## src/mips_isa_pkg.sv

```systemverilog
`default_nettype none

package mips_isa_pkg;

  typedef logic [31:0] word_t;
  typedef logic [4:0]  reg_addr_t;

  // --------------------
  // instruction fields
  // --------------------
  localparam int op_msb    = 31;
  localparam int rs_lsb    = 21;
  localparam int rt_lsb    = 16;
  localparam int rd_lsb    = 11;
  localparam int funct_msb = 5;
  localparam int imm_width = 16;
  localparam int reg_count = 32;

  localparam word_t pc_step  = 32'd4;
  localparam word_t reset_pc = 32'h0000_0000;  // first fetch address

  // --------------------
  // opcodes and functs
  // --------------------
  typedef enum logic [5:0] {
    op_rtype = 6'b000000,
    op_beq   = 6'b000100,
    op_bne   = 6'b000101,
    op_addi  = 6'b001000,
    op_addiu = 6'b001001,
    op_ori   = 6'b001101,
    op_lui   = 6'b001111,
    op_lw    = 6'b100011,
    op_sw    = 6'b101011
  } opcode_e;

  typedef enum logic [5:0] {
    fn_add  = 6'b100000,
    fn_addu = 6'b100001,
    fn_sub  = 6'b100010,
    fn_subu = 6'b100011,
    fn_and  = 6'b100100,
    fn_or   = 6'b100101,
    fn_slt  = 6'b101010,
    fn_sltu = 6'b101011
  } funct_e;

  // alu control encodings
  typedef enum logic [2:0] {
    alu_and = 3'b000,
    alu_or  = 3'b001,
    alu_add = 3'b010,
    alu_sub = 3'b110,
    alu_slt = 3'b111
  } alu_op_e;

endpackage

`default_nettype wire

```

## src/mips_pipe_pkg.sv

```systemverilog
`default_nettype none

package mips_pipe_pkg;

  import mips_isa_pkg::*;

  // per-instruction control, produced in ID
  typedef struct packed {
    logic    reg_write;
    logic    reg_dst;    // rd instead of rt
    logic    alu_src;    // immediate operand
    logic    mem_write;
    logic    mem_to_reg; // load
    logic    branch;
    logic    branch_ne;  // bne, travels with the branch
    logic    sign_ext;
    logic    shift16;    // lui
    alu_op_e alu_op;
  } ctrl_t;

  // forwarding mux selects
  typedef enum logic [1:0] {
    fwd_none = 2'b00,
    fwd_wb   = 2'b01,
    fwd_mem  = 2'b10
  } fwd_sel_e;

  // --------------------
  // pipeline registers
  // --------------------
  typedef struct packed {
    ctrl_t     ctrl;
    word_t     pc_plus4;
    word_t     rs_data;
    word_t     rt_data;
    word_t     imm;
    reg_addr_t rs;
    reg_addr_t rt;
    reg_addr_t rd;
  } id_ex_t;

  typedef struct packed {
    logic      reg_write;
    logic      mem_write;
    logic      mem_to_reg;
    logic      branch_taken;
    word_t     branch_target;
    word_t     alu_result;
    word_t     store_data;
    reg_addr_t dest;
  } ex_mem_t;

  typedef struct packed {
    logic      reg_write;
    logic      mem_to_reg;
    word_t     alu_result;
    word_t     load_data;
    reg_addr_t dest;
  } mem_wb_t;

endpackage

`default_nettype wire

```

## src/alu.sv

```systemverilog
`timescale 1ns/1ps
`default_nettype none

module alu
  import mips_isa_pkg::*;
(
  input  wire word_t   a,
  input  wire word_t   b,
  input  wire alu_op_e op,
  output word_t        result,
  output logic         zero
);

  word_t sum;
  word_t diff;
  logic  less;

  assign sum  = a + b;
  assign diff = a - b;
  assign less = ($signed(a) < $signed(b));

  always_comb
  begin
    case (op)
      alu_and:
        result = a & b;
      alu_or:
        result = a | b;
      alu_add:
        result = sum;
      alu_sub:
        result = diff;
      alu_slt:
        result = {31'b0, less};  // signed compare
      default:
        result = '0;
    endcase
  end

  assign zero = (result == '0);  // branch condition

endmodule

`default_nettype wire

```

## src/hazard_unit.sv

```systemverilog
`timescale 1ns/1ps
`default_nettype none

module hazard_unit
  import mips_isa_pkg::*;
  import mips_pipe_pkg::*;
(
  input  wire            clk,          // assertion sampling only
  input  wire            rst,
  input  wire reg_addr_t ex_rs,
  input  wire reg_addr_t ex_rt,
  input  wire reg_addr_t ex_dest_mem,  // EX/MEM destination
  input  wire reg_addr_t ex_dest_wb,   // MEM/WB destination
  input  wire reg_addr_t id_rs,
  input  wire reg_addr_t id_rt,
  input  wire            mem_reg_write,
  input  wire            wb_reg_write,
  input  wire            ex_mem_to_reg,
  output fwd_sel_e       fwd_a,
  output fwd_sel_e       fwd_b,
  output logic           stall
);

  // newest producer wins
  function automatic fwd_sel_e fwd_select(input reg_addr_t src);
    if (mem_reg_write && (ex_dest_mem != '0) && (ex_dest_mem == src))
      return fwd_mem;
    else if (wb_reg_write && (ex_dest_wb != '0) && (ex_dest_wb == src))
      return fwd_wb;
    else
      return fwd_none;
  endfunction

  always_comb
  begin
    fwd_a = fwd_select(ex_rs);
    fwd_b = fwd_select(ex_rt);
  end

  // load in EX feeding the instruction in ID
  assign stall = ex_mem_to_reg && ((ex_rt == id_rs) || (ex_rt == id_rt));

  // --------------------
  // checks
  // --------------------
  a_stall_single: assert property (@(posedge clk) disable iff (rst) stall |=> !stall)
    else $error("load-use stall held two cycles");

  a_no_fwd_r0: assert property (@(posedge clk) disable iff (rst)
    ((fwd_a == fwd_mem) |-> (ex_rs != '0)) and ((fwd_b == fwd_mem) |-> (ex_rt != '0)))
    else $error("forward from MEM selected for r0");

endmodule

`default_nettype wire

```

## src/main_decoder.sv

```systemverilog
`timescale 1ns/1ps
`default_nettype none

module main_decoder
  import mips_isa_pkg::*;
  import mips_pipe_pkg::*;
(
  input  wire word_t instr,
  output ctrl_t      ctrl
);

  opcode_e opcode;
  funct_e  funct;

  assign opcode = opcode_e'(instr[op_msb -: 6]);
  assign funct  = funct_e'(instr[funct_msb:0]);

  always_comb
  begin
    ctrl = '0;  // unknown encodings fall through as a nop
    case (opcode)
      op_rtype:
      begin
        ctrl.reg_write = 1'b1;
        ctrl.reg_dst   = 1'b1;
        case (funct)
          fn_add, fn_addu: ctrl.alu_op = alu_add;
          fn_sub, fn_subu: ctrl.alu_op = alu_sub;
          fn_and:          ctrl.alu_op = alu_and;
          fn_or:           ctrl.alu_op = alu_or;
          fn_slt, fn_sltu: ctrl.alu_op = alu_slt;  // sltu runs the signed compare
          default:         ctrl = '0;
        endcase
      end
      op_lw:
      begin
        ctrl.reg_write  = 1'b1;
        ctrl.alu_src    = 1'b1;
        ctrl.mem_to_reg = 1'b1;
        ctrl.sign_ext   = 1'b1;
        ctrl.alu_op     = alu_add;
      end
      op_sw:
      begin
        ctrl.alu_src   = 1'b1;
        ctrl.mem_write = 1'b1;
        ctrl.sign_ext  = 1'b1;
        ctrl.alu_op    = alu_add;
      end
      op_beq, op_bne:
      begin
        ctrl.branch    = 1'b1;
        ctrl.branch_ne = (opcode == op_bne);
        ctrl.sign_ext  = 1'b1;
        ctrl.alu_op    = alu_sub;  // compare via zero flag
      end
      op_addi, op_addiu:
      begin
        ctrl.reg_write = 1'b1;
        ctrl.alu_src   = 1'b1;
        ctrl.sign_ext  = 1'b1;
        ctrl.alu_op    = alu_add;
      end
      op_ori:
      begin
        ctrl.reg_write = 1'b1;
        ctrl.alu_src   = 1'b1;
        ctrl.alu_op    = alu_or;  // zero extended imm
      end
      op_lui:
      begin
        ctrl.reg_write = 1'b1;
        ctrl.alu_src   = 1'b1;
        ctrl.shift16   = 1'b1;
        ctrl.alu_op    = alu_add;  // rs is r0
      end
      default: ;
    endcase
  end

endmodule

`default_nettype wire

```

## src/mips_pipeline.sv

```systemverilog
`timescale 1ns/1ps
`default_nettype none

module mips_pipeline
  import mips_isa_pkg::*;
  import mips_pipe_pkg::*;
(
  input  wire        clk,
  input  wire        rst,
  output word_t      pc,
  input  wire word_t instr,
  output word_t      mem_addr,
  output word_t      mem_wdata,
  output logic       mem_write,
  input  wire word_t mem_rdata
);

  word_t     pc_plus4;
  word_t     pc_next;
  word_t     if_instr;     // IF/ID
  word_t     if_pc_plus4;
  ctrl_t     dec_ctrl;
  ctrl_t     id_ctrl;
  reg_addr_t id_rs;
  reg_addr_t id_rt;
  reg_addr_t id_rd;
  word_t     id_imm;
  word_t     rf_rd1;
  word_t     rf_rd2;
  logic      stall;
  id_ex_t    id_ex;
  ex_mem_t   ex_mem;
  mem_wb_t   mem_wb;
  fwd_sel_e  fwd_a;
  fwd_sel_e  fwd_b;
  word_t     fwd_rs;
  word_t     fwd_rt;
  word_t     ex_imm;
  word_t     alu_b;
  word_t     alu_result;
  logic      alu_zero;
  word_t     wb_data;

  function automatic word_t fwd_mux(input fwd_sel_e sel, input word_t reg_val,
                                    input word_t mem_val, input word_t wb_val);
    case (sel)
      fwd_mem: return mem_val;
      fwd_wb:  return wb_val;
      default: return reg_val;
    endcase
  endfunction

  // --------------------
  // fetch
  // --------------------
  assign pc_plus4 = pc + pc_step;
  assign pc_next  = ex_mem.branch_taken ? ex_mem.branch_target : pc_plus4;

  always_ff @(posedge clk)
  begin
    if (rst)
    begin
      pc       <= reset_pc;
      if_instr <= '0;  // decodes as nop
    end
    else if (!stall)
    begin
      pc       <= pc_next;
      if_instr <= instr;
    end
  end

  always_ff @(posedge clk)
  begin
    if (!stall)
      if_pc_plus4 <= pc_plus4;
  end

  // --------------------
  // decode
  // --------------------
  assign id_rs = if_instr[rs_lsb +: 5];
  assign id_rt = if_instr[rt_lsb +: 5];
  assign id_rd = if_instr[rd_lsb +: 5];

  main_decoder u_dec (.instr(if_instr), .ctrl(dec_ctrl));

  assign id_ctrl = stall ? '0 : dec_ctrl;  // bubble into EX
  assign id_imm  = dec_ctrl.sign_ext ?
                   {{(32-imm_width){if_instr[imm_width-1]}}, if_instr[imm_width-1:0]} :
                   {{(32-imm_width){1'b0}}, if_instr[imm_width-1:0]};

  reg_file u_rf (
    .clk(clk), .rst(rst),
    .we(mem_wb.reg_write), .wa(mem_wb.dest), .wd(wb_data),
    .ra1(id_rs), .ra2(id_rt), .rd1(rf_rd1), .rd2(rf_rd2)
  );

  hazard_unit u_hz (
    .clk(clk), .rst(rst),
    .ex_rs(id_ex.rs), .ex_rt(id_ex.rt),
    .ex_dest_mem(ex_mem.dest), .ex_dest_wb(mem_wb.dest),
    .id_rs(id_rs), .id_rt(id_rt),
    .mem_reg_write(ex_mem.reg_write), .wb_reg_write(mem_wb.reg_write),
    .ex_mem_to_reg(id_ex.ctrl.mem_to_reg),
    .fwd_a(fwd_a), .fwd_b(fwd_b), .stall(stall)
  );

  always_ff @(posedge clk)
  begin
    if (rst)
      id_ex.ctrl <= '0;
    else
      id_ex.ctrl <= id_ctrl;
    id_ex.pc_plus4 <= if_pc_plus4;
    id_ex.rs_data  <= rf_rd1;
    id_ex.rt_data  <= rf_rd2;
    id_ex.imm      <= id_imm;
    id_ex.rs       <= id_rs;
    id_ex.rt       <= id_rt;
    id_ex.rd       <= id_rd;
  end

  // --------------------
  // execute
  // --------------------
  assign fwd_rs = fwd_mux(fwd_a, id_ex.rs_data, ex_mem.alu_result, wb_data);
  assign fwd_rt = fwd_mux(fwd_b, id_ex.rt_data, ex_mem.alu_result, wb_data);
  assign ex_imm = id_ex.ctrl.shift16 ?
                  {id_ex.imm[imm_width-1:0], {imm_width{1'b0}}} : id_ex.imm;
  assign alu_b  = id_ex.ctrl.alu_src ? ex_imm : fwd_rt;

  alu u_alu (.a(fwd_rs), .b(alu_b), .op(id_ex.ctrl.alu_op), .result(alu_result),
             .zero(alu_zero));

  always_ff @(posedge clk)
  begin
    if (rst)
    begin
      ex_mem.reg_write    <= 1'b0;
      ex_mem.mem_write    <= 1'b0;
      ex_mem.mem_to_reg   <= 1'b0;
      ex_mem.branch_taken <= 1'b0;
    end
    else
    begin
      ex_mem.reg_write    <= id_ex.ctrl.reg_write;
      ex_mem.mem_write    <= id_ex.ctrl.mem_write;
      ex_mem.mem_to_reg   <= id_ex.ctrl.mem_to_reg;
      ex_mem.branch_taken <= id_ex.ctrl.branch &&
                             (id_ex.ctrl.branch_ne ? !alu_zero : alu_zero);
    end
    ex_mem.branch_target <= id_ex.pc_plus4 + {id_ex.imm[29:0], 2'b00};
    ex_mem.alu_result    <= alu_result;
    ex_mem.store_data    <= fwd_rt;  // forwarded store value
    ex_mem.dest          <= id_ex.ctrl.reg_dst ? id_ex.rd : id_ex.rt;
  end

  // --------------------
  // memory and writeback
  // --------------------
  assign mem_addr  = ex_mem.alu_result;
  assign mem_wdata = ex_mem.store_data;
  assign mem_write = ex_mem.mem_write;

  always_ff @(posedge clk)
  begin
    if (rst)
    begin
      mem_wb.reg_write  <= 1'b0;
      mem_wb.mem_to_reg <= 1'b0;
    end
    else
    begin
      mem_wb.reg_write  <= ex_mem.reg_write;
      mem_wb.mem_to_reg <= ex_mem.mem_to_reg;
    end
    mem_wb.alu_result <= ex_mem.alu_result;
    mem_wb.load_data  <= mem_rdata;
    mem_wb.dest       <= ex_mem.dest;
  end

  assign wb_data = mem_wb.mem_to_reg ? mem_wb.load_data : mem_wb.alu_result;

  // a stall here would drop the redirect
  a_branch_no_stall: assert property (@(posedge clk) disable iff (rst)
    !(ex_mem.branch_taken && stall))
    else $error("taken branch in MEM during load-use stall");

  a_mem_write_known: assert property (@(posedge clk) disable iff (rst)
    !$isunknown(mem_write))
    else $error("mem_write unknown");

endmodule

`default_nettype wire

```

## src/reg_file.sv

```systemverilog
`timescale 1ns/1ps
`default_nettype none

module reg_file
  import mips_isa_pkg::*;
(
  input  wire            clk,
  input  wire            rst,
  input  wire            we,
  input  wire reg_addr_t wa,
  input  wire word_t     wd,
  input  wire reg_addr_t ra1,
  input  wire reg_addr_t ra2,
  output word_t          rd1,
  output word_t          rd2
);

  word_t regs [reg_count];

  // same-cycle write is seen by the reader
  function automatic word_t read_port(input reg_addr_t ra);
    if (we && (wa != '0) && (wa == ra))
      return wd;
    else
      return regs[ra];
  endfunction

  always_ff @(posedge clk)
  begin
    if (rst)
      regs[0] <= '0;  // r0 cleared here and never written
    else if (we && (wa != '0))
      regs[wa] <= wd;
  end

  always_comb
  begin
    rd1 = read_port(ra1);
    rd2 = read_port(ra2);
  end

  a_r0_zero: assert property (@(posedge clk) disable iff (rst)
    ((ra1 == '0) |-> (rd1 == '0)) and ((ra2 == '0) |-> (rd2 == '0)))
    else $error("register 0 read nonzero");

endmodule

`default_nettype wire

```

## config.mk

```make
export PLATFORM = sky130hd
export DESIGN_NAME = mips_pipeline
export DESIGN_NICKNAME = d
export VERILOG_FILES = /design/src/mips_isa_pkg.sv /design/src/mips_pipe_pkg.sv /design/src/alu.sv /design/src/hazard_unit.sv /design/src/main_decoder.sv /design/src/mips_pipeline.sv /design/src/reg_file.sv
export SDC_FILE = /design/constraint.sdc
export NUM_CORES = 2
export LEC_CHECK = 0
export BUFFER_PORTS_ARGS = -buffer_cell sky130_fd_sc_hd__buf_2
export CAP_MARGIN = 10
export CORE_MARGIN = 1
export CORE_UTILIZATION = 60
export CTS_CLUSTER_SIZE = 40
export DETAILED_ROUTE_END_ITERATION = 7
export PLACE_DENSITY = 0.86
export SLEW_MARGIN = 10
export SYNTH_ARGS = -nofsm -noshare
export SYNTH_HDL_FRONTEND = slang
export SYNTH_SLANG_ARGS = --single-unit
```

## constraint.sdc

```tcl
create_clock -name clk -period 14.4 [get_ports clk]
set_input_delay 2.16 -clock clk [delete_from_list [all_inputs] [get_ports clk]]
set_output_delay 2.16 -clock clk [all_outputs]
set_load 0.1 [all_outputs]
```

==> flow_metrics.tcl <==
set metrics [dict create \
    status "complete, no violations" \
    clkSinkCount 1440 \
    numCtsBuffers 145 \
    htreeDepth 4 \
    antenna_found_initial 17 \
    crit_chain "or3_1 > o31ai_1 > nor4_2 > buf_4 > o21ai_0 > o21ai_0 > o21ai_0 > inv_1 > fa_1 > o21bai_1 > a211oi_1 > o21bai_1 > xor2_1 > o221ai_1 > or4b_1 > or4_1 > nor4_1 > nand4bb_1 > or4b_1 > nor3_2 > mux2i_1" \
    p_leak_uw 0.0256 \
    worst_ep_arrival_time_ps 8540 \
    max_freq_mhz 128 \
    drc 0 \
    synth_top_flop_cell "edfxtp_1" \
    ys_ff_latch 1440 \
    synthMuxAreaShare 0.223 \
    synth_top_area_share 0.467 \
    worst_setup_path_start_kind "flip-flop" \
    report.final.slew_viol_count 0 \
    tns_ps 0 \
    cts_hold_buffers 0 \
    coreArea_um2 112000 \
    max-slew-margin-rel 0.112 \
    hold_viol 0 \
    multi_input_area_um2 26600 \
    detail-route-antenna-nets 0 \
    synth_sequential_area_ratio 0.580 \
    ioPinCount 163 \
    cts_setup_buffers 0 \
    grt_pass1_wl_um 332000 \
    n_fill_cell 6978 \
    power.density_nw_per_um2 133 \
    firstDrtPassIters 6 \
    synth-edff-count 1056 \
    worst_setup_path_end_kind "flip-flop" \
    yosysMostFrequentCell "edfxtp_1" \
    irDropWorstVdd_v 0.000139 \
    yosysWarningCount 0 \
    totalWireLength_um 232000 \
    synth_top_family_by_area "multiplexers" \
    finalCriticalPeriod_ps 7840 \
    die_area_um2 115000 \
    synth_compound_area_frac 0.0680 \
    synth_top_cell_by_area "edfxtp_1" \
    synth-xor-area-share 0.0150 \
    skew_ps 60.0 \
    cts_tree "built" \
    required_ps 15090 \
    rows 123 \
    initial_core_util 0.605 \
    grt_pass1_vias 46800 \
    synthSimpleGateAreaFrac 0.0572 \
    worstSetupPathType "flip-flop to flip-flop" \
    gp_congestion 0.968 \
    avgSynthCellArea_um2 15.2 \
    vias 47000 \
    rsz0062_at_grt "false" \
    layout-drive-gt1-share 0.262 \
    drt_iter0_drc 8005 \
    area_delta_synth_final_pct 10.6 \
    grt.total_usage 0.404 \
    wire_per_inst_um 37.7 \
    drv_cap 0 \
    ctsLongestPathBuffers 3 \
    syn-num-nets 4663 \
    clk_latency_ps 810 \
    period_share 0.545 \
    grt_max_degree 157 \
    cpPeakStageDelay_ps 850 \
    die_h_um 338 \
    async_reset_ff_frac 0 \
    gr-total-overflow 0 \
    via_per_inst 7.65 \
    nets 4715 \
    seqCellArea_um2 39400 \
    path_clk_slew_ps 60 \
    hold_ws_ps 330 \
    synth_area_leaders "edfxtp_1 47%, mux4_2 21%, dfxtp_1 11%" \
    setup_viol 0 \
    crit_path_max_fanout 64 \
    cp_top_family "simple AND/OR/NAND/NOR gates" \
    syn-cell-area_um2 67900 \
    yosys-top-cells-count "1056 x edfxtp_1, 640 x mux4_2, 384 x dfxtp_1, 266 x nand2_1, 238 x clkbuf_1" \
    ys_types 80 \
    cts_resized 0 \
    hold_class "flip-flop to flip-flop" \
    dpl.hpwl_um 127000 \
    synthCells 4467 \
    critPathBufInv 2 \
    worstMarginPinSlew_ps 1320 \
    worst_path_most_repeated_cell "o21ai_0" \
    synth_fa_ha_area_frac 0.0243 \
    portBuffers 162 \
    crit_slowest_cell "o31ai_1" \
    cts_root_buffer "clkbuf_16" \
    die_w_um 338 \
]
==> layer usage <==
layer / global-route usage / vias to the layer above / part of all wire
met5: 0 / - / 0.00089
met4: 0.276 / 24 / 0.087
met3: 0.153 / 1466 / 0.15
met2: 0.599 / 5051 / 0.44
met1: 0.494 / 22800 / 0.31
li1: - / 17600 / -
==> final timing paths <==
check	endpoint	cells past startpoint	start	slack, ps
setup / recovery	ex_mem[101]$_SDFF_PP0_	21	mem_wb[3]$_DFF_P_	6560
hold / removal	ex_mem[70]$_DFF_P_	0	id_ex[112]$_DFF_P_	330
setup reg to reg	ex_mem[101]$_SDFF_PP0_	21	mem_wb[3]$_DFF_P_	6560
hold reg to reg	ex_mem[70]$_DFF_P_	0	id_ex[112]$_DFF_P_	330
==> power breakdown <==
| part | internal, uW | switching (uW) | leakage (uW) | total [uW] |
|---|---|---|---|---|
| clock | 2260 | 1740 | 0.00239 | 4000 |
| sequential | 4490 | 128 | 0.0131 | 4620 |
| combinational | 468 | 876 | 0.0101 | 1340 |
==> kinds of logic (layout without fill, tap and decap cells) <==
kind of cell | after synthesis | count (layout)
flops | 1440 | 1440
xor+xnor | 116 | 116
compound gates | 724 | 724
simple gates | 826 | 826
fa+ha+maj | 130 | 130
other cells | 0 | 5
buf+inv | 518 | 691
mux | 713 | 713
==> placed cells by master (no fill, tap or decap), types with 76 or more instances in the layout <==
master        n
edfxtp_1   1056
mux4_2      640
dfxtp_1     369
nand2_1     266
a21oi_1     227
nor2_1      196
buf_2       161
clkbuf_16   150
o21ai_0     148
inv_1       145
ha_1        127
buf_4       112
a211oi_1     95
nor2b_1      92
xnor2_1      76
==> stage by stage <==
step                      cell area [um^2]  cells  setup slack, ps   util  total power [uW]
after floorplan                      67900   4467             8120      -              5620
after global placement               70200   5872             6940  0.625              5950
after detailed placement             70200   5872             6810  0.625              5970
after CTS                            75100   6140             6710  0.669              9900
after global routing                 75100   6140             6210  0.669             10200
final                                75100   6145             6560  0.669              9960
==> layout make-up <==
cell class / count / share of cell area
sequential: 1440 / 0.525
multi-input combinational: 2509 / 0.354
clock buffer: 200 / 0.0538
tap: 1500 / 0.0250
timing repair buffer: 276 / 0.0227
clock inverter: 68 / 0.0120
inverter: 147 / 0.00734
antenna: 5 / 0.000167
==> sequential cells by signal, summed over array words and instances (netlist names), named ones only <==
signal       cells
ex_mem          40
id_ex          134
if_instr        32
if_pc_plus4     32
mem_addr        32
mem_wb          71
mem_wdata       32
mem_write        1
pc              32
u_rf.regs     1024
No activity file was read; power rests on OpenSTA's default activity.
